[config.mk]
export PLATFORM = sky130hd
export DESIGN_NAME = core_bus
export DESIGN_NICKNAME = d
export VERILOG_FILES = /design/src/design/bus_pkg.sv /design/src/design/core_bus.sv /design/src/design/bus_arbiter.sv /design/src/design/axi_lite_master.sv /design/src/design/clint_timer.sv
export VERILOG_INCLUDE_DIRS = /design/src /design/src/design
export SDC_FILE = /design/constraint.sdc
export NUM_CORES = 1
export LEC_CHECK = 0
export ABC_AREA = 0
export BUFFER_PORTS_ARGS = -buffer_cell sky130_fd_sc_hd__buf_2
export CAP_MARGIN = 20
export CORE_MARGIN = 2
export CORE_UTILIZATION = 59
export DETAILED_ROUTE_END_ITERATION = 10
export PLACE_DENSITY = 0.86
export SETUP_SLACK_MARGIN = 0.1
export SYNTH_ARGS = -nofsm -noshare
export SYNTH_HDL_FRONTEND = slang
export SYNTH_HIERARCHICAL = 1
export SYNTH_SLANG_ARGS = --single-unit
export TNS_END_PERCENT = 10
[constraint.sdc]
create_clock -name clock -period 8.6 [get_ports clock]
set_input_delay 1.72 -clock clock [delete_from_list [all_inputs] [get_ports clock]]
set_output_delay 1.72 -clock clock [all_outputs]
set_load 0.03 [all_outputs]
[src/design/bus_macros.svh]
`ifndef BUS_MACROS_SVH
`define BUS_MACROS_SVH

// --------------------
// bus widths
`define BUS_ADDR_W          32
`define BUS_DATA_W          64
`define BUS_STRB_W          8                // one strobe per data byte

// --------------------
// address map
`define CLINT_BASE          32'h0200_0000
`define CLINT_MASK          32'hFFFF_0000    // 64 KiB window
`define CLINT_MTIMECMP_OFS  16'h4000
`define CLINT_MTIME_OFS     16'hBFF8

// --------------------
// AXI response codes
`define AXI_RESP_OKAY       2'b00
`define AXI_RESP_SLVERR     2'b10

`endif
[src/design/bus_pkg.sv]
`default_nettype none

`include "bus_macros.svh"

package bus_pkg;

    // --------------------
    // payload types shared by the arbiter and both targets

    typedef logic [`BUS_ADDR_W-1:0] addr_t;
    typedef logic [`BUS_DATA_W-1:0] data_t;   // one full beat
    typedef logic [`BUS_STRB_W-1:0] strb_t;   // byte lane enables
    typedef logic [1:0]             resp_t;   // AXI resp encoding

endpackage

`default_nettype wire

[src/design/core_bus.sv]
`timescale 1ns/10ps
`default_nettype none

module core_bus
    import bus_pkg::*;
(
    input  wire logic  clock,
    input  wire logic  reset,
    input  wire logic  fetch_valid,
    input  wire addr_t fetch_addr,
    output logic       fetch_done,
    output data_t      fetch_rdata,
    output logic       fetch_error,
    input  wire logic  data_valid,
    input  wire logic  data_write,
    input  wire addr_t data_addr,
    input  wire data_t data_wdata,
    input  wire strb_t data_wstrb,
    output logic       data_done,
    output data_t      data_rdata,
    output logic       data_error,
    output logic       timer_interrupt,
    output logic       m_awvalid,
    input  wire logic  m_awready,
    output addr_t      m_awaddr,
    output logic       m_wvalid,
    input  wire logic  m_wready,
    output data_t      m_wdata,
    output strb_t      m_wstrb,
    input  wire logic  m_bvalid,
    output logic       m_bready,
    input  wire resp_t m_bresp,
    output logic       m_arvalid,
    input  wire logic  m_arready,
    output addr_t      m_araddr,
    input  wire logic  m_rvalid,
    output logic       m_rready,
    input  wire data_t m_rdata,
    input  wire resp_t m_rresp
);

    // --------------------
    // shared target request, one access in flight
    logic  clint_req;
    logic  axi_req;
    logic  req_write;
    addr_t req_addr;
    data_t req_wdata;
    strb_t req_wstrb;
    logic  clint_resp_valid;
    data_t clint_rdata;
    resp_t clint_resp;
    logic  axi_resp_valid;
    data_t axi_rdata;
    resp_t axi_resp;

    bus_arbiter u_arbiter (.*);   // port names match the top level

    clint_timer u_clint (
        .clock           (clock),
        .reset           (reset),
        .req             (clint_req),
        .write           (req_write),
        .addr            (req_addr),
        .wdata           (req_wdata),
        .wstrb           (req_wstrb),
        .resp_valid      (clint_resp_valid),
        .rdata           (clint_rdata),
        .resp            (clint_resp),
        .timer_interrupt (timer_interrupt)
    );

    axi_lite_master u_master (
        .clock      (clock),
        .reset      (reset),
        .req        (axi_req),
        .write      (req_write),
        .addr       (req_addr),
        .wdata      (req_wdata),
        .wstrb      (req_wstrb),
        .resp_valid (axi_resp_valid),
        .rdata      (axi_rdata),
        .resp       (axi_resp),
        .awvalid    (m_awvalid),
        .awready    (m_awready),
        .awaddr     (m_awaddr),
        .wvalid     (m_wvalid),
        .wready     (m_wready),
        .wdata_out  (m_wdata),
        .wstrb_out  (m_wstrb),
        .bvalid     (m_bvalid),
        .bready     (m_bready),
        .bresp      (m_bresp),
        .arvalid    (m_arvalid),
        .arready    (m_arready),
        .araddr     (m_araddr),
        .rvalid     (m_rvalid),
        .rready     (m_rready),
        .rdata_in   (m_rdata),
        .rresp      (m_rresp)
    );

endmodule

`default_nettype wire

[src/design/bus_arbiter.sv]
`timescale 1ns/10ps
`default_nettype none

`include "bus_macros.svh"

module bus_arbiter
    import bus_pkg::*;
(
    input  wire logic  clock,
    input  wire logic  reset,
    input  wire logic  fetch_valid,
    input  wire addr_t fetch_addr,
    output logic       fetch_done,
    output data_t      fetch_rdata,
    output logic       fetch_error,
    input  wire logic  data_valid,
    input  wire logic  data_write,
    input  wire addr_t data_addr,
    input  wire data_t data_wdata,
    input  wire strb_t data_wstrb,
    output logic       data_done,
    output data_t      data_rdata,
    output logic       data_error,
    output logic       clint_req,
    output logic       axi_req,
    output logic       req_write,
    output addr_t      req_addr,
    output data_t      req_wdata,
    output strb_t      req_wstrb,
    input  wire logic  clint_resp_valid,
    input  wire data_t clint_rdata,
    input  wire resp_t clint_resp,
    input  wire logic  axi_resp_valid,
    input  wire data_t axi_rdata,
    input  wire resp_t axi_resp
);

    typedef enum logic [1:0] {
        idle,
        wait_clint,
        wait_axi,
        done
    } state_t;

    state_t state;
    logic   grant_data;     // data port owns the current access
    logic   pick_valid;
    addr_t  pick_addr;
    logic   pick_clint;
    logic   resp_valid;
    data_t  resp_rdata;
    resp_t  resp_code;
    data_t  rdata_q;
    logic   error_q;

    // --------------------
    // request selection and target decode

    assign pick_valid = data_valid || fetch_valid;
    assign pick_addr  = data_valid ? data_addr : fetch_addr;   // data port wins a tie
    assign pick_clint = (pick_addr & `CLINT_MASK) == `CLINT_BASE;

    // only the target that was started may answer
    assign resp_valid = (state == wait_clint) ? clint_resp_valid
                                              : (state == wait_axi) && axi_resp_valid;
    assign resp_rdata = (state == wait_clint) ? clint_rdata : axi_rdata;
    assign resp_code  = (state == wait_clint) ? clint_resp : axi_resp;

    always_ff @(posedge clock or posedge reset) begin
        if (reset) begin
            state      <= idle;
            grant_data <= 1'b0;
            req_write  <= 1'b0;
            clint_req  <= 1'b0;
            axi_req    <= 1'b0;
        end else begin
            clint_req <= 1'b0;
            axi_req   <= 1'b0;
            case (state)
                idle: begin
                    if (pick_valid) begin
                        grant_data <= data_valid;
                        req_write  <= data_valid && data_write;   // fetch is always a read
                        clint_req  <= pick_clint;
                        axi_req    <= !pick_clint;
                        state      <= pick_clint ? wait_clint : wait_axi;
                    end
                end
                wait_clint, wait_axi: begin
                    if (resp_valid) begin
                        state <= done;
                    end
                end
                done: begin
                    state <= idle;
                end
                default: begin
                    state <= idle;
                end
            endcase
        end
    end

    // fields stay put until the target answers
    always_ff @(posedge clock) begin
        if (state == idle && pick_valid) begin
            req_addr  <= pick_addr;
            req_wdata <= data_valid ? data_wdata : '0;
            req_wstrb <= data_valid ? data_wstrb : '0;
        end
        if (resp_valid) begin
            rdata_q <= resp_rdata;
            error_q <= resp_code == `AXI_RESP_SLVERR;
        end
    end

    // --------------------
    // result back to the granted requester

    assign fetch_done  = (state == done) && !grant_data;
    assign data_done   = (state == done) && grant_data;
    assign fetch_rdata = rdata_q;
    assign data_rdata  = rdata_q;
    assign fetch_error = error_q;
    assign data_error  = error_q;

endmodule

`default_nettype wire

[src/design/axi_lite_master.sv]
`timescale 1ns/10ps
`default_nettype none

module axi_lite_master
    import bus_pkg::*;
(
    input  wire logic  clock,
    input  wire logic  reset,
    input  wire logic  req,
    input  wire logic  write,
    input  wire addr_t addr,
    input  wire data_t wdata,
    input  wire strb_t wstrb,
    output logic       resp_valid,
    output data_t      rdata,
    output resp_t      resp,
    output logic       awvalid,
    input  wire logic  awready,
    output addr_t      awaddr,
    output logic       wvalid,
    input  wire logic  wready,
    output data_t      wdata_out,
    output strb_t      wstrb_out,
    input  wire logic  bvalid,
    output logic       bready,
    input  wire resp_t bresp,
    output logic       arvalid,
    input  wire logic  arready,
    output addr_t      araddr,
    input  wire logic  rvalid,
    output logic       rready,
    input  wire data_t rdata_in,
    input  wire resp_t rresp
);

    typedef enum logic [2:0] {
        idle,
        write_addr_data,
        write_resp,
        read_addr,
        read_data
    } state_t;

    state_t state;
    logic   aw_ok;   // aw accepted now or earlier
    logic   w_ok;

    // arbiter holds the request fields until resp_valid
    assign awaddr    = addr;
    assign araddr    = addr;
    assign wdata_out = wdata;
    assign wstrb_out = wstrb;

    assign aw_ok = !awvalid || awready;
    assign w_ok  = !wvalid || wready;

    always_ff @(posedge clock or posedge reset) begin
        if (reset) begin
            state      <= idle;
            awvalid    <= 1'b0;
            wvalid     <= 1'b0;
            bready     <= 1'b0;
            arvalid    <= 1'b0;
            rready     <= 1'b0;
            resp_valid <= 1'b0;
        end else begin
            resp_valid <= 1'b0;
            case (state)
                idle: begin
                    if (req && write) begin
                        awvalid <= 1'b1;
                        wvalid  <= 1'b1;
                        bready  <= 1'b1;
                        state   <= write_addr_data;
                    end else if (req) begin
                        arvalid <= 1'b1;
                        rready  <= 1'b1;
                        state   <= read_addr;
                    end
                end
                write_addr_data: begin
                    if (awready) begin
                        awvalid <= 1'b0;
                    end
                    if (wready) begin
                        wvalid <= 1'b0;
                    end
                    if (aw_ok && w_ok) begin
                        state <= write_resp;
                    end
                end
                write_resp: begin
                    if (bvalid) begin
                        bready     <= 1'b0;
                        resp_valid <= 1'b1;
                        state      <= idle;
                    end
                end
                read_addr: begin
                    if (arready) begin
                        arvalid <= 1'b0;
                        state   <= read_data;
                    end
                end
                read_data: begin
                    if (rvalid) begin
                        rready     <= 1'b0;
                        resp_valid <= 1'b1;
                        state      <= idle;
                    end
                end
                default: begin
                    state <= idle;
                end
            endcase
        end
    end

    // --------------------
    // response capture
    always_ff @(posedge clock) begin
        if (state == write_resp && bvalid) begin
            rdata <= '0;
            resp  <= bresp;
        end else if (state == read_data && rvalid) begin
            rdata <= rdata_in;
            resp  <= rresp;
        end
    end

endmodule

`default_nettype wire

[src/design/clint_timer.sv]
`timescale 1ns/10ps
`default_nettype none

`include "bus_macros.svh"

module clint_timer
    import bus_pkg::*;
(
    input  wire logic  clock,
    input  wire logic  reset,
    input  wire logic  req,
    input  wire logic  write,
    input  wire addr_t addr,
    input  wire data_t wdata,
    input  wire strb_t wstrb,
    output logic       resp_valid,
    output data_t      rdata,
    output resp_t      resp,
    output logic       timer_interrupt
);

    data_t       mtime;
    data_t       mtimecmp;
    logic [15:0] offset;
    logic        hit_mtime;
    logic        hit_cmp;

    function automatic data_t merge_bytes(input data_t old_val, input data_t new_val,
                                          input strb_t strb);
        data_t result;
        result = old_val;
        for (int i = 0; i < `BUS_STRB_W; i++) begin
            if (strb[i]) begin
                result[8*i +: 8] = new_val[8*i +: 8];
            end
        end
        return result;
    endfunction

    assign offset    = addr[15:0];   // window already decoded upstream
    assign hit_mtime = offset == `CLINT_MTIME_OFS;
    assign hit_cmp   = offset == `CLINT_MTIMECMP_OFS;

    // --------------------
    // timer registers

    always_ff @(posedge clock or posedge reset) begin
        if (reset) begin
            mtime           <= '0;
            mtimecmp        <= '1;
            timer_interrupt <= 1'b0;
            resp_valid      <= 1'b0;
        end else begin
            resp_valid      <= req;   // fixed one-cycle answer
            timer_interrupt <= mtime >= mtimecmp;
            if (req && write && hit_mtime) begin
                mtime <= merge_bytes(mtime + 64'd1, wdata, wstrb);   // unwritten lanes keep counting
            end else begin
                mtime <= mtime + 64'd1;
            end
            if (req && write && hit_cmp) begin
                mtimecmp <= merge_bytes(mtimecmp, wdata, wstrb);
            end
        end
    end

    always_ff @(posedge clock) begin
        if (req) begin
            resp <= (hit_mtime || hit_cmp) ? `AXI_RESP_OKAY : `AXI_RESP_SLVERR;
            if (write || !(hit_mtime || hit_cmp)) begin
                rdata <= '0;
            end else begin
                rdata <= hit_mtime ? mtime : mtimecmp;
            end
        end
    end

endmodule

`default_nettype wire

==> results by group, run 1 <==
Power and ir drop
  – Power Dens Cells: ~250 nW/um2
  – Psw: 2.016 mW
  – Sw Ratio: 0.3236
  – Combinational power share: 0.224
  – Clock power frac: 0.322
  – Cell Int Power: 4.214 mW
  – Total power: slightly above 6 mW
  – LEAKAGE: approximately 10 nW
  – VDD IR-drop max: 234.3 uV
  – Sequential Power Share: 0.454

Final layout
  – Utilization after layout: 0.6702
  – Final nets: 2559
  – Layout cell share with drive strength beyond 1: 0.3604
  – Final Cell Area: roughly 25000 um2
  – P&R area growth vs syn: 12.46%
  – # fillers: around 2700

Floorplanning
  – Die Wd: slightly below 200 um
  – Die area: a little under 40000 um2
  – DIE HEIGHT: approximately 200 um
  – Starting Density: 0.5959
  – IO Pins: 488
  – Core Area: ~37000 um2
  – Rows: 71

Synthesis
  – Synth top area share: 0.3180
  – Yosys top cell by area: edfxtp_1
  – Unique cell type count in the Yosys netlist: 68
  – Syn Inst Count: roughly 2000
  – EDFF count, synth: ~240
  – Syn Area/Cell: about 11 um2
  – Ys async rst share: 0.3258
  – Number of synthesized register bits: around 450
  – Syn_nets: approximately 2300
  – Top cells by area, synth: edfxtp_1 32%, dfrtp_1 9.1%, mux2_2 8.2%
  – Synth warn: 6
  – Top FF cell, synth: edfxtp_1
  – Sequential element share of the synthesized area: 0.5419
  – Netlist Area Pre-Place: 22290 um2

Timing
  – Setup TNS: 0 ns
  – Worst rel slew slack: 0.3198
  – Highest clock rate: between 200 and 300 MHz
  – Clock skew: 0.02734 ns
  – Final setup vio count: 0
  – Final Hold Fails: 0
  – Worst-Margin Slew: 1.020 ns
  – RSZ-0062 raised after global routing: no
  – Pins Over Slew Limit: 0
  – Final worst-path cycle share: 0.4020
  – Final Critical Period: approximately 3.5 ns

Setup path
  – CP most frequent cell: buf_4
  – Slowest cell on the critical path: buf_4
  – CP delay by family, top: buffers and inverters
  – Crit Path Max Fanout: 74
  – CP Data Arrival Time: 3.65 ns
  – Crit-path cells: buf_4 -> o21ai_1 -> inv_4 -> buf_4
  – Critical path class: in2reg
  – Startpoint Class: primary input
  – Bufs and invs on worst path: 3
  – Slowest stage delay, CP: slightly below 0.8 ns
  – Req. time, crit path: 8.79 ns
  – Critical path endpoint category: register

Placement
  – DPL Wire Length: 40360 um
  – Buffers added on ports: around 490
  – Placed Area: 23510 um2
  – GPL Wtd Cong: roughly 0.9

Flow run
  – Max-Cap Viols: 0

Global route
  – Largest net degree at the start of global routing: 84
  – Remaining Overflow, GRT: 0
  – Vias in the first global route: 15440
  – Antenna violations before repair: 5
  – First-pass GRT wire length: 85470 um
  – All-layer global routing usage: 0.2853

CTS
  – Clock latency at the later pin of the worst-skew pair: a little under 0.6 ns
  – Post-CTS Setup Repair Bufs: 0
  – Max clock buf depth: 3
  – CTS tree: yes
  – Hold buffer count at cts: 0
  – Cts bufs inserted: 47
  – Clk slew on worst S/H paths: ~0.06 ns
  – CTS root buffer: clkbuf_16
  – Cts repair resizes: 0
  – CTS HTree Levels: 2
  – Clock sinks: between 400 and 500

Route
  – Drc violations: 0
  – Drt via density: about 5.7
  – WL/cell: slightly above 20 um
  – Drt first-iter violations: between 1000 and 1500
  – Routed Wire Length: roughly 57000 um
  – ANT nets after route: 0
  – Via count of the routed design: roughly 16000
  – 1st-pass router iterations: 5

Run status
  – Outcome: complete, no violations

Worst hold path
  – Hold WC Path Type: reg2reg
-- sequential cells by signal (all words and copies together) (netlist names), 2 cells and up --
name	flops
u_clint/rdata	64
u_master/rdata	64
u_master/state	3
u_arbiter/state	2
u_clint/mtimecmp	64
u_clint/mtime	64
u_master/resp	2
u_arbiter/req_wdata	64
u_arbiter/req_wstrb	8
u_arbiter/data_rdata	64
u_arbiter/req_addr	32
-- path summary, 6_finish.rpt --
path                                  startpoint                 endpoint  slack [ns]  cells past startpoint
min in group asynchronous                  reset         u_clint/mtime[7]        1.09                      2
hold / removal                u_master/rdata[43]       u_master/rdata[43]        0.45                      2
setup reg to reg           u_arbiter/req_addr[1]        u_clint/rdata[47]        5.49                      6
max in group asynchronous                  reset        u_clint/mtime[54]        6.65                      3
hold reg to reg               u_master/rdata[43]       u_master/rdata[43]        0.45                      2
setup / recovery                      data_valid  u_arbiter/req_wdata[51]        5.14                      4
-- synth_stat cells, types with 36 or more instances --
master and number:
buf_4 206, dfrtp_1 81, mux2_2 162, nand2_1 359, dfxtp_1 64, nor2_1 46
a21oi_1 178, dfstp_2 64, inv_1 81, and2_1 77, ha_1 70, nand3_1 36
edfxtp_1 236
-- metrics by stage --
stage | worst slack (ns) | hold slack, ns | instances
finish | 5.143 | 0.4539 | 2827
global route | 5.020 | 0.4671 | 2827
CTS | 5.180 | 0.4551 | 2824
detailed placement | 4.584 | 0.4468 | 2736
global placement | 4.671 | 0.4388 | 2735
floorplan | 3.517 | 0.4338 | 2015
-- kinds of logic after synthesis --
logic type / synth area share
XOR/XNOR: 0.02437
buffers and inverters: 0.1025
adder cells (fa/ha/maj): 0.03930
AO/OA/AOI/OAI: 0.06479
AND/OR/NAND/NOR: 0.1440
flip-flops: 0.5419
other: 0.0001683
multiplexers: 0.08298
-- per-layer routing --
layer,global-route usage,vias to the layer above,wire [um]
met2,0.4567,835,26990
met3,0.04769,155,4641
met5,0,-,15
met1,0.3804,7704,23220
met4,0.1365,4,2441
li1,-,7288,-
-- final cells by class --
cell class / count / area [um2] / share of cell area
diodes: 2 / 5.005 / 0.0001997
inverters: 81 / 309.0 / 0.01233
clock inverters: 14 / 162.7 / 0.006490
clock buffers: 74 / 1359 / 0.05421
flip-flops and latches: 445 / 12080 / 0.4819
multi-input cells: 1201 / 7949 / 0.3171
well taps: 511 / 639.4 / 0.02551
repair buffers: 499 / 2562 / 0.1022
-- cells in the final DEF, fill, tap and decap left out, types with 64 or more instances in the layout --
| master | instances |
|---|---|
| ha_1 | 69 |
| and2_1 | 77 |
| buf_2 | 486 |
| nand2_1 | 358 |
| dfstp_2 | 64 |
| dfrtp_1 | 80 |
| dfxtp_1 | 64 |
| inv_1 | 79 |
| edfxtp_1 | 236 |
| a21oi_1 | 178 |
| mux2_2 | 162 |
-- worst register-to-register path, cell delays in order (launching register included) --
cell and delay (ns):
edfxtp_1 0.46, or3_4 0.47, nor4_4 0.76, a21oi_1 0.20, or2_2 0.33, buf_4 0.37
a21oi_1 0.34
-- power by group through the flow --
stage | clock network, mW | registers, mW | logic [mW]
6_report | 2.01 | 2.83 | 1.39
5_1_grt | 2.11 | 2.86 | 1.48
4_1_cts | 2.04 | 2.83 | 1.39
3_5_place_dp | 0 | 2.86 | 1.39
3_3_place_gp | 0 | 2.85 | 1.35
2_1_floorplan | 0 | 2.89 | 1.11
No activity file was read; power rests on OpenSTA's default activity.
==> run 2, diff against run 1 <==
Settings changed: CORE_UTILIZATION 59 to 55, PLACE_DENSITY 0.86 to 0.81.
Clock period 8.6 ns to 3.4 ns, I/O delays scaled along.
==> results by group, run 2 (synthesis gave the netlist of run 1 again) <==
Power and ir drop
  – Clock power frac: 0.317 (-0.005)
  – VDD IR-drop max: 447.4 uV (+91%)
  – Sequential Power Share: 0.455 (about the same)
  – LEAKAGE: 10.48 nW (+0.65%)
  – Power Dens Cells: 624.8 nW/um2 (+150%)
  – Psw: 5.117 mW (+150%)
  – Combinational power share: 0.228 (+0.004)
  – Cell Int Power: 10.61 mW (+150%)
  – Sw Ratio: 0.3254 (+0.001790)

Setup path
  – Bufs and invs on worst path: 1 (-2)
  – Slowest stage delay, CP: 0.62 ns (-0.16 ns)
  – R2r worst-path depth: 8 (+2)
  – Internal reg-to-reg setup slack: 0.63 ns (-4.86 ns)
  – R2r startpoint: u_clint/mtimecmp[13]
  – Worst R2R End: u_clint/timer_interrupt
  – Critical path class: reg2reg
  – Req. time, crit path: 3.83 ns (-4.96 ns)
  – Crit Path Max Fanout: 3 (-96%)
  – CP most frequent cell: nor4_1
  – Critical path endpoint category: register
  – Crit-path cells: inv_1 -> ha_1 -> nand4_1 -> nor4_1 -> a21boi_0 -> o31a_1 -> nor4_1 -> o21ai_0
  – Slowest cell on the critical path: nor4_1
  – Startpoint Class: register
  – CP Data Arrival Time: 3.20 ns (-0.45 ns)
  – CP delay by family, top: simple AND/OR/NAND/NOR gates

CTS
  – Clk slew on worst S/H paths: 0.06 ns (about the same)
  – Clock latency at the later pin of the worst-skew pair: 0.57 ns (-0.02 ns)
  – Cts bufs inserted: 47 (unchanged)
  – CTS HTree Levels: 2 (unchanged)
  – Post-CTS Setup Repair Bufs: 0 (unchanged)
  – CTS tree: yes
  – CTS root buffer: clkbuf_16
  – Clock sinks: 445 (unchanged)
  – Hold buffer count at cts: 0 (unchanged)
  – Cts repair resizes: 0 (unchanged)
  – Max clock buf depth: 3 (unchanged)

Timing
  – Worst-Margin Slew: 0.9075 ns (-0.1128 ns)
  – RSZ-0062 raised after global routing: no
  – Final Hold Fails: 0 (unchanged)
  – Final setup vio count: 0 (unchanged)
  – Worst rel slew slack: 0.3950 (+0.07520)
  – Setup WS post-layout: 0.6313 ns (-4.512 ns)
  – Final Critical Period: roughly 2.8 ns
  – Highest clock rate: 361.2 MHz
  – Final worst-path cycle share: 0.8143
  – Clock skew: 0.01193 ns (-0.01541 ns)
  – Pins Over Slew Limit: 0 (unchanged)
  – Final hold slack: 0.05795 ns (-0.3959 ns)

Final layout
  – Most common cell after layout, fill and taps aside: buf_2
  – Utilization after layout: 0.6320 (-0.03815)
  – # fillers: 3111 (+13%)
  – Reg area: 12080 um2 (unchanged)
  – Diode count: 0 (-2)
  – Multi-input logic area: 7949 um2 (unchanged)
  – Commonest cells after routing, fill and taps aside: 486 x buf_2, 358 x nand2_1, 236 x edfxtp_1
  – P&R area growth vs syn: 12.93%
  – Final nets: 2569 (+0.39%)
  – Layout cell share with drive strength beyond 1: 0.3642 (+0.003769)

Global route
  – Largest net degree at the start of global routing: 67 (-20%)
  – Antenna violations before repair: 1 (-4)
  – Vias in the first global route: 15530 (+0.60%)
  – All-layer global routing usage: 0.2691 (-0.01617)
  – First-pass GRT wire length: 87110 um (+1.9%)
  – Remaining Overflow, GRT: 0 (unchanged)

Route
  – Drt first-iter violations: 1065 (-19%)
  – Drc violations: 0 (unchanged)
  – ANT nets after route: 0 (unchanged)
  – 1st-pass router iterations: 5 (unchanged)
  – Drt via density: 5.514 (-2.5%)
  – Via count of the routed design: 15700 (-1.8%)
  – WL/cell: 20.23 um (-0.20%)
  – Routed Wire Length: 57620 um (+0.54%)

Placement
  – DPL Wire Length: 41960 um (+4.0%)
  – Buffers added on ports: 487 (unchanged)
  – Pre-CTS setup slack: 0.6839 ns (-3.900 ns)
  – GPL Wtd Cong: 0.9160 (+1.9%)

Floorplanning
  – DIE HEIGHT: 205.3 um (+3.5%)
  – Starting Density: 0.5596 (-0.03627)
  – Die area: 42150 um2 (+7.1%)
  – IO Pins: 488 (unchanged)
  – Rows: 73 (+2.8%)
  – Core Area: 39820 um2 (+6.5%)
  – Die Wd: 205.3 um (+3.5%)

Worst hold path
  – Hold WC Path Type: in2async

Run status
  – Outcome: complete, no violations

Flow run
  – Max-Cap Viols: 0 (unchanged)
[run 2: changes by cell type in the layout (fill, tap and decap cells not counted), sizes merged]
cell	before	now
diode	2	0
bufinv	3	1
buf	499	509
inv	82	83
clkbuf	74	70
clkinv	9	13
[run 2: per-layer routing]
metal  wire, um  part of all wire  vias up  global-route usage
li1           -                 -     7302                   -
met1      24010              0.42     7567              0.3602
met2      27690              0.48      722              0.4415
met3       3967             0.069      111             0.04245
met4       1937             0.034        2              0.1053
met5         11           0.00019        -                   0
[run 2: how the worst max path moves through the flow]
stage / startpoint / to / slack, ns / depth (start not counted)
after floorplan: data_valid / u_arbiter/req_addr[0] / -0.22 / 4
after global placement: u_clint/mtimecmp[5] / u_clint/timer_interrupt / 0.66 / 8
after detailed placement: u_clint/mtimecmp[5] / u_clint/timer_interrupt / 0.68 / 8
after CTS: u_clint/mtimecmp[13] / u_clint/timer_interrupt / 0.62 / 8
after global routing: u_arbiter/req_addr[8] / u_clint/rdata[28] / 0.49 / 7
final: u_clint/mtimecmp[13] / u_clint/timer_interrupt / 0.63 / 8
[run 2: power by group through the flow]
stage	Combinational, mW	Clock (mW)	Sequential [mW]
finish	3.59	4.99	7.15
global route	3.80	5.29	7.24
CTS	3.58	5.07	7.16
detailed placement	3.57	0	7.25
global placement	3.51	0	7.21
floorplan	2.80	0	7.32
[run 2: worst register-to-register path, delay by kind of cell (launching register included)]
kind,cells,cell delay [ns]
flops,1,0.55
simple gates,3,0.90
buf+inv,1,0.05
fa+ha+maj,1,0.30
compound gates,3,0.85
[run 2: final cells by class]
type	count	area share
Inverter	81	0.01233
Clock inverter	17	0.004325
Multi-Input combinational cell	1201	0.3158
Timing Repair Buffer	509	0.1065
Sequential cell	445	0.4799
Tap cell	525	0.02610
Clock buffer	70	0.05508
[run 2: per-stage QoR]
step,cell area [um2],std cells,TNS [ns],power (mW)
after global placement,23650,2760,0,10.72
after detailed placement,23650,2760,0,10.82
after CTS,25150,2847,0,15.81
after global routing,25170,2848,0,16.33
after floorplan,22290,2015,-22.53,10.12
final,25170,2848,0,15.73
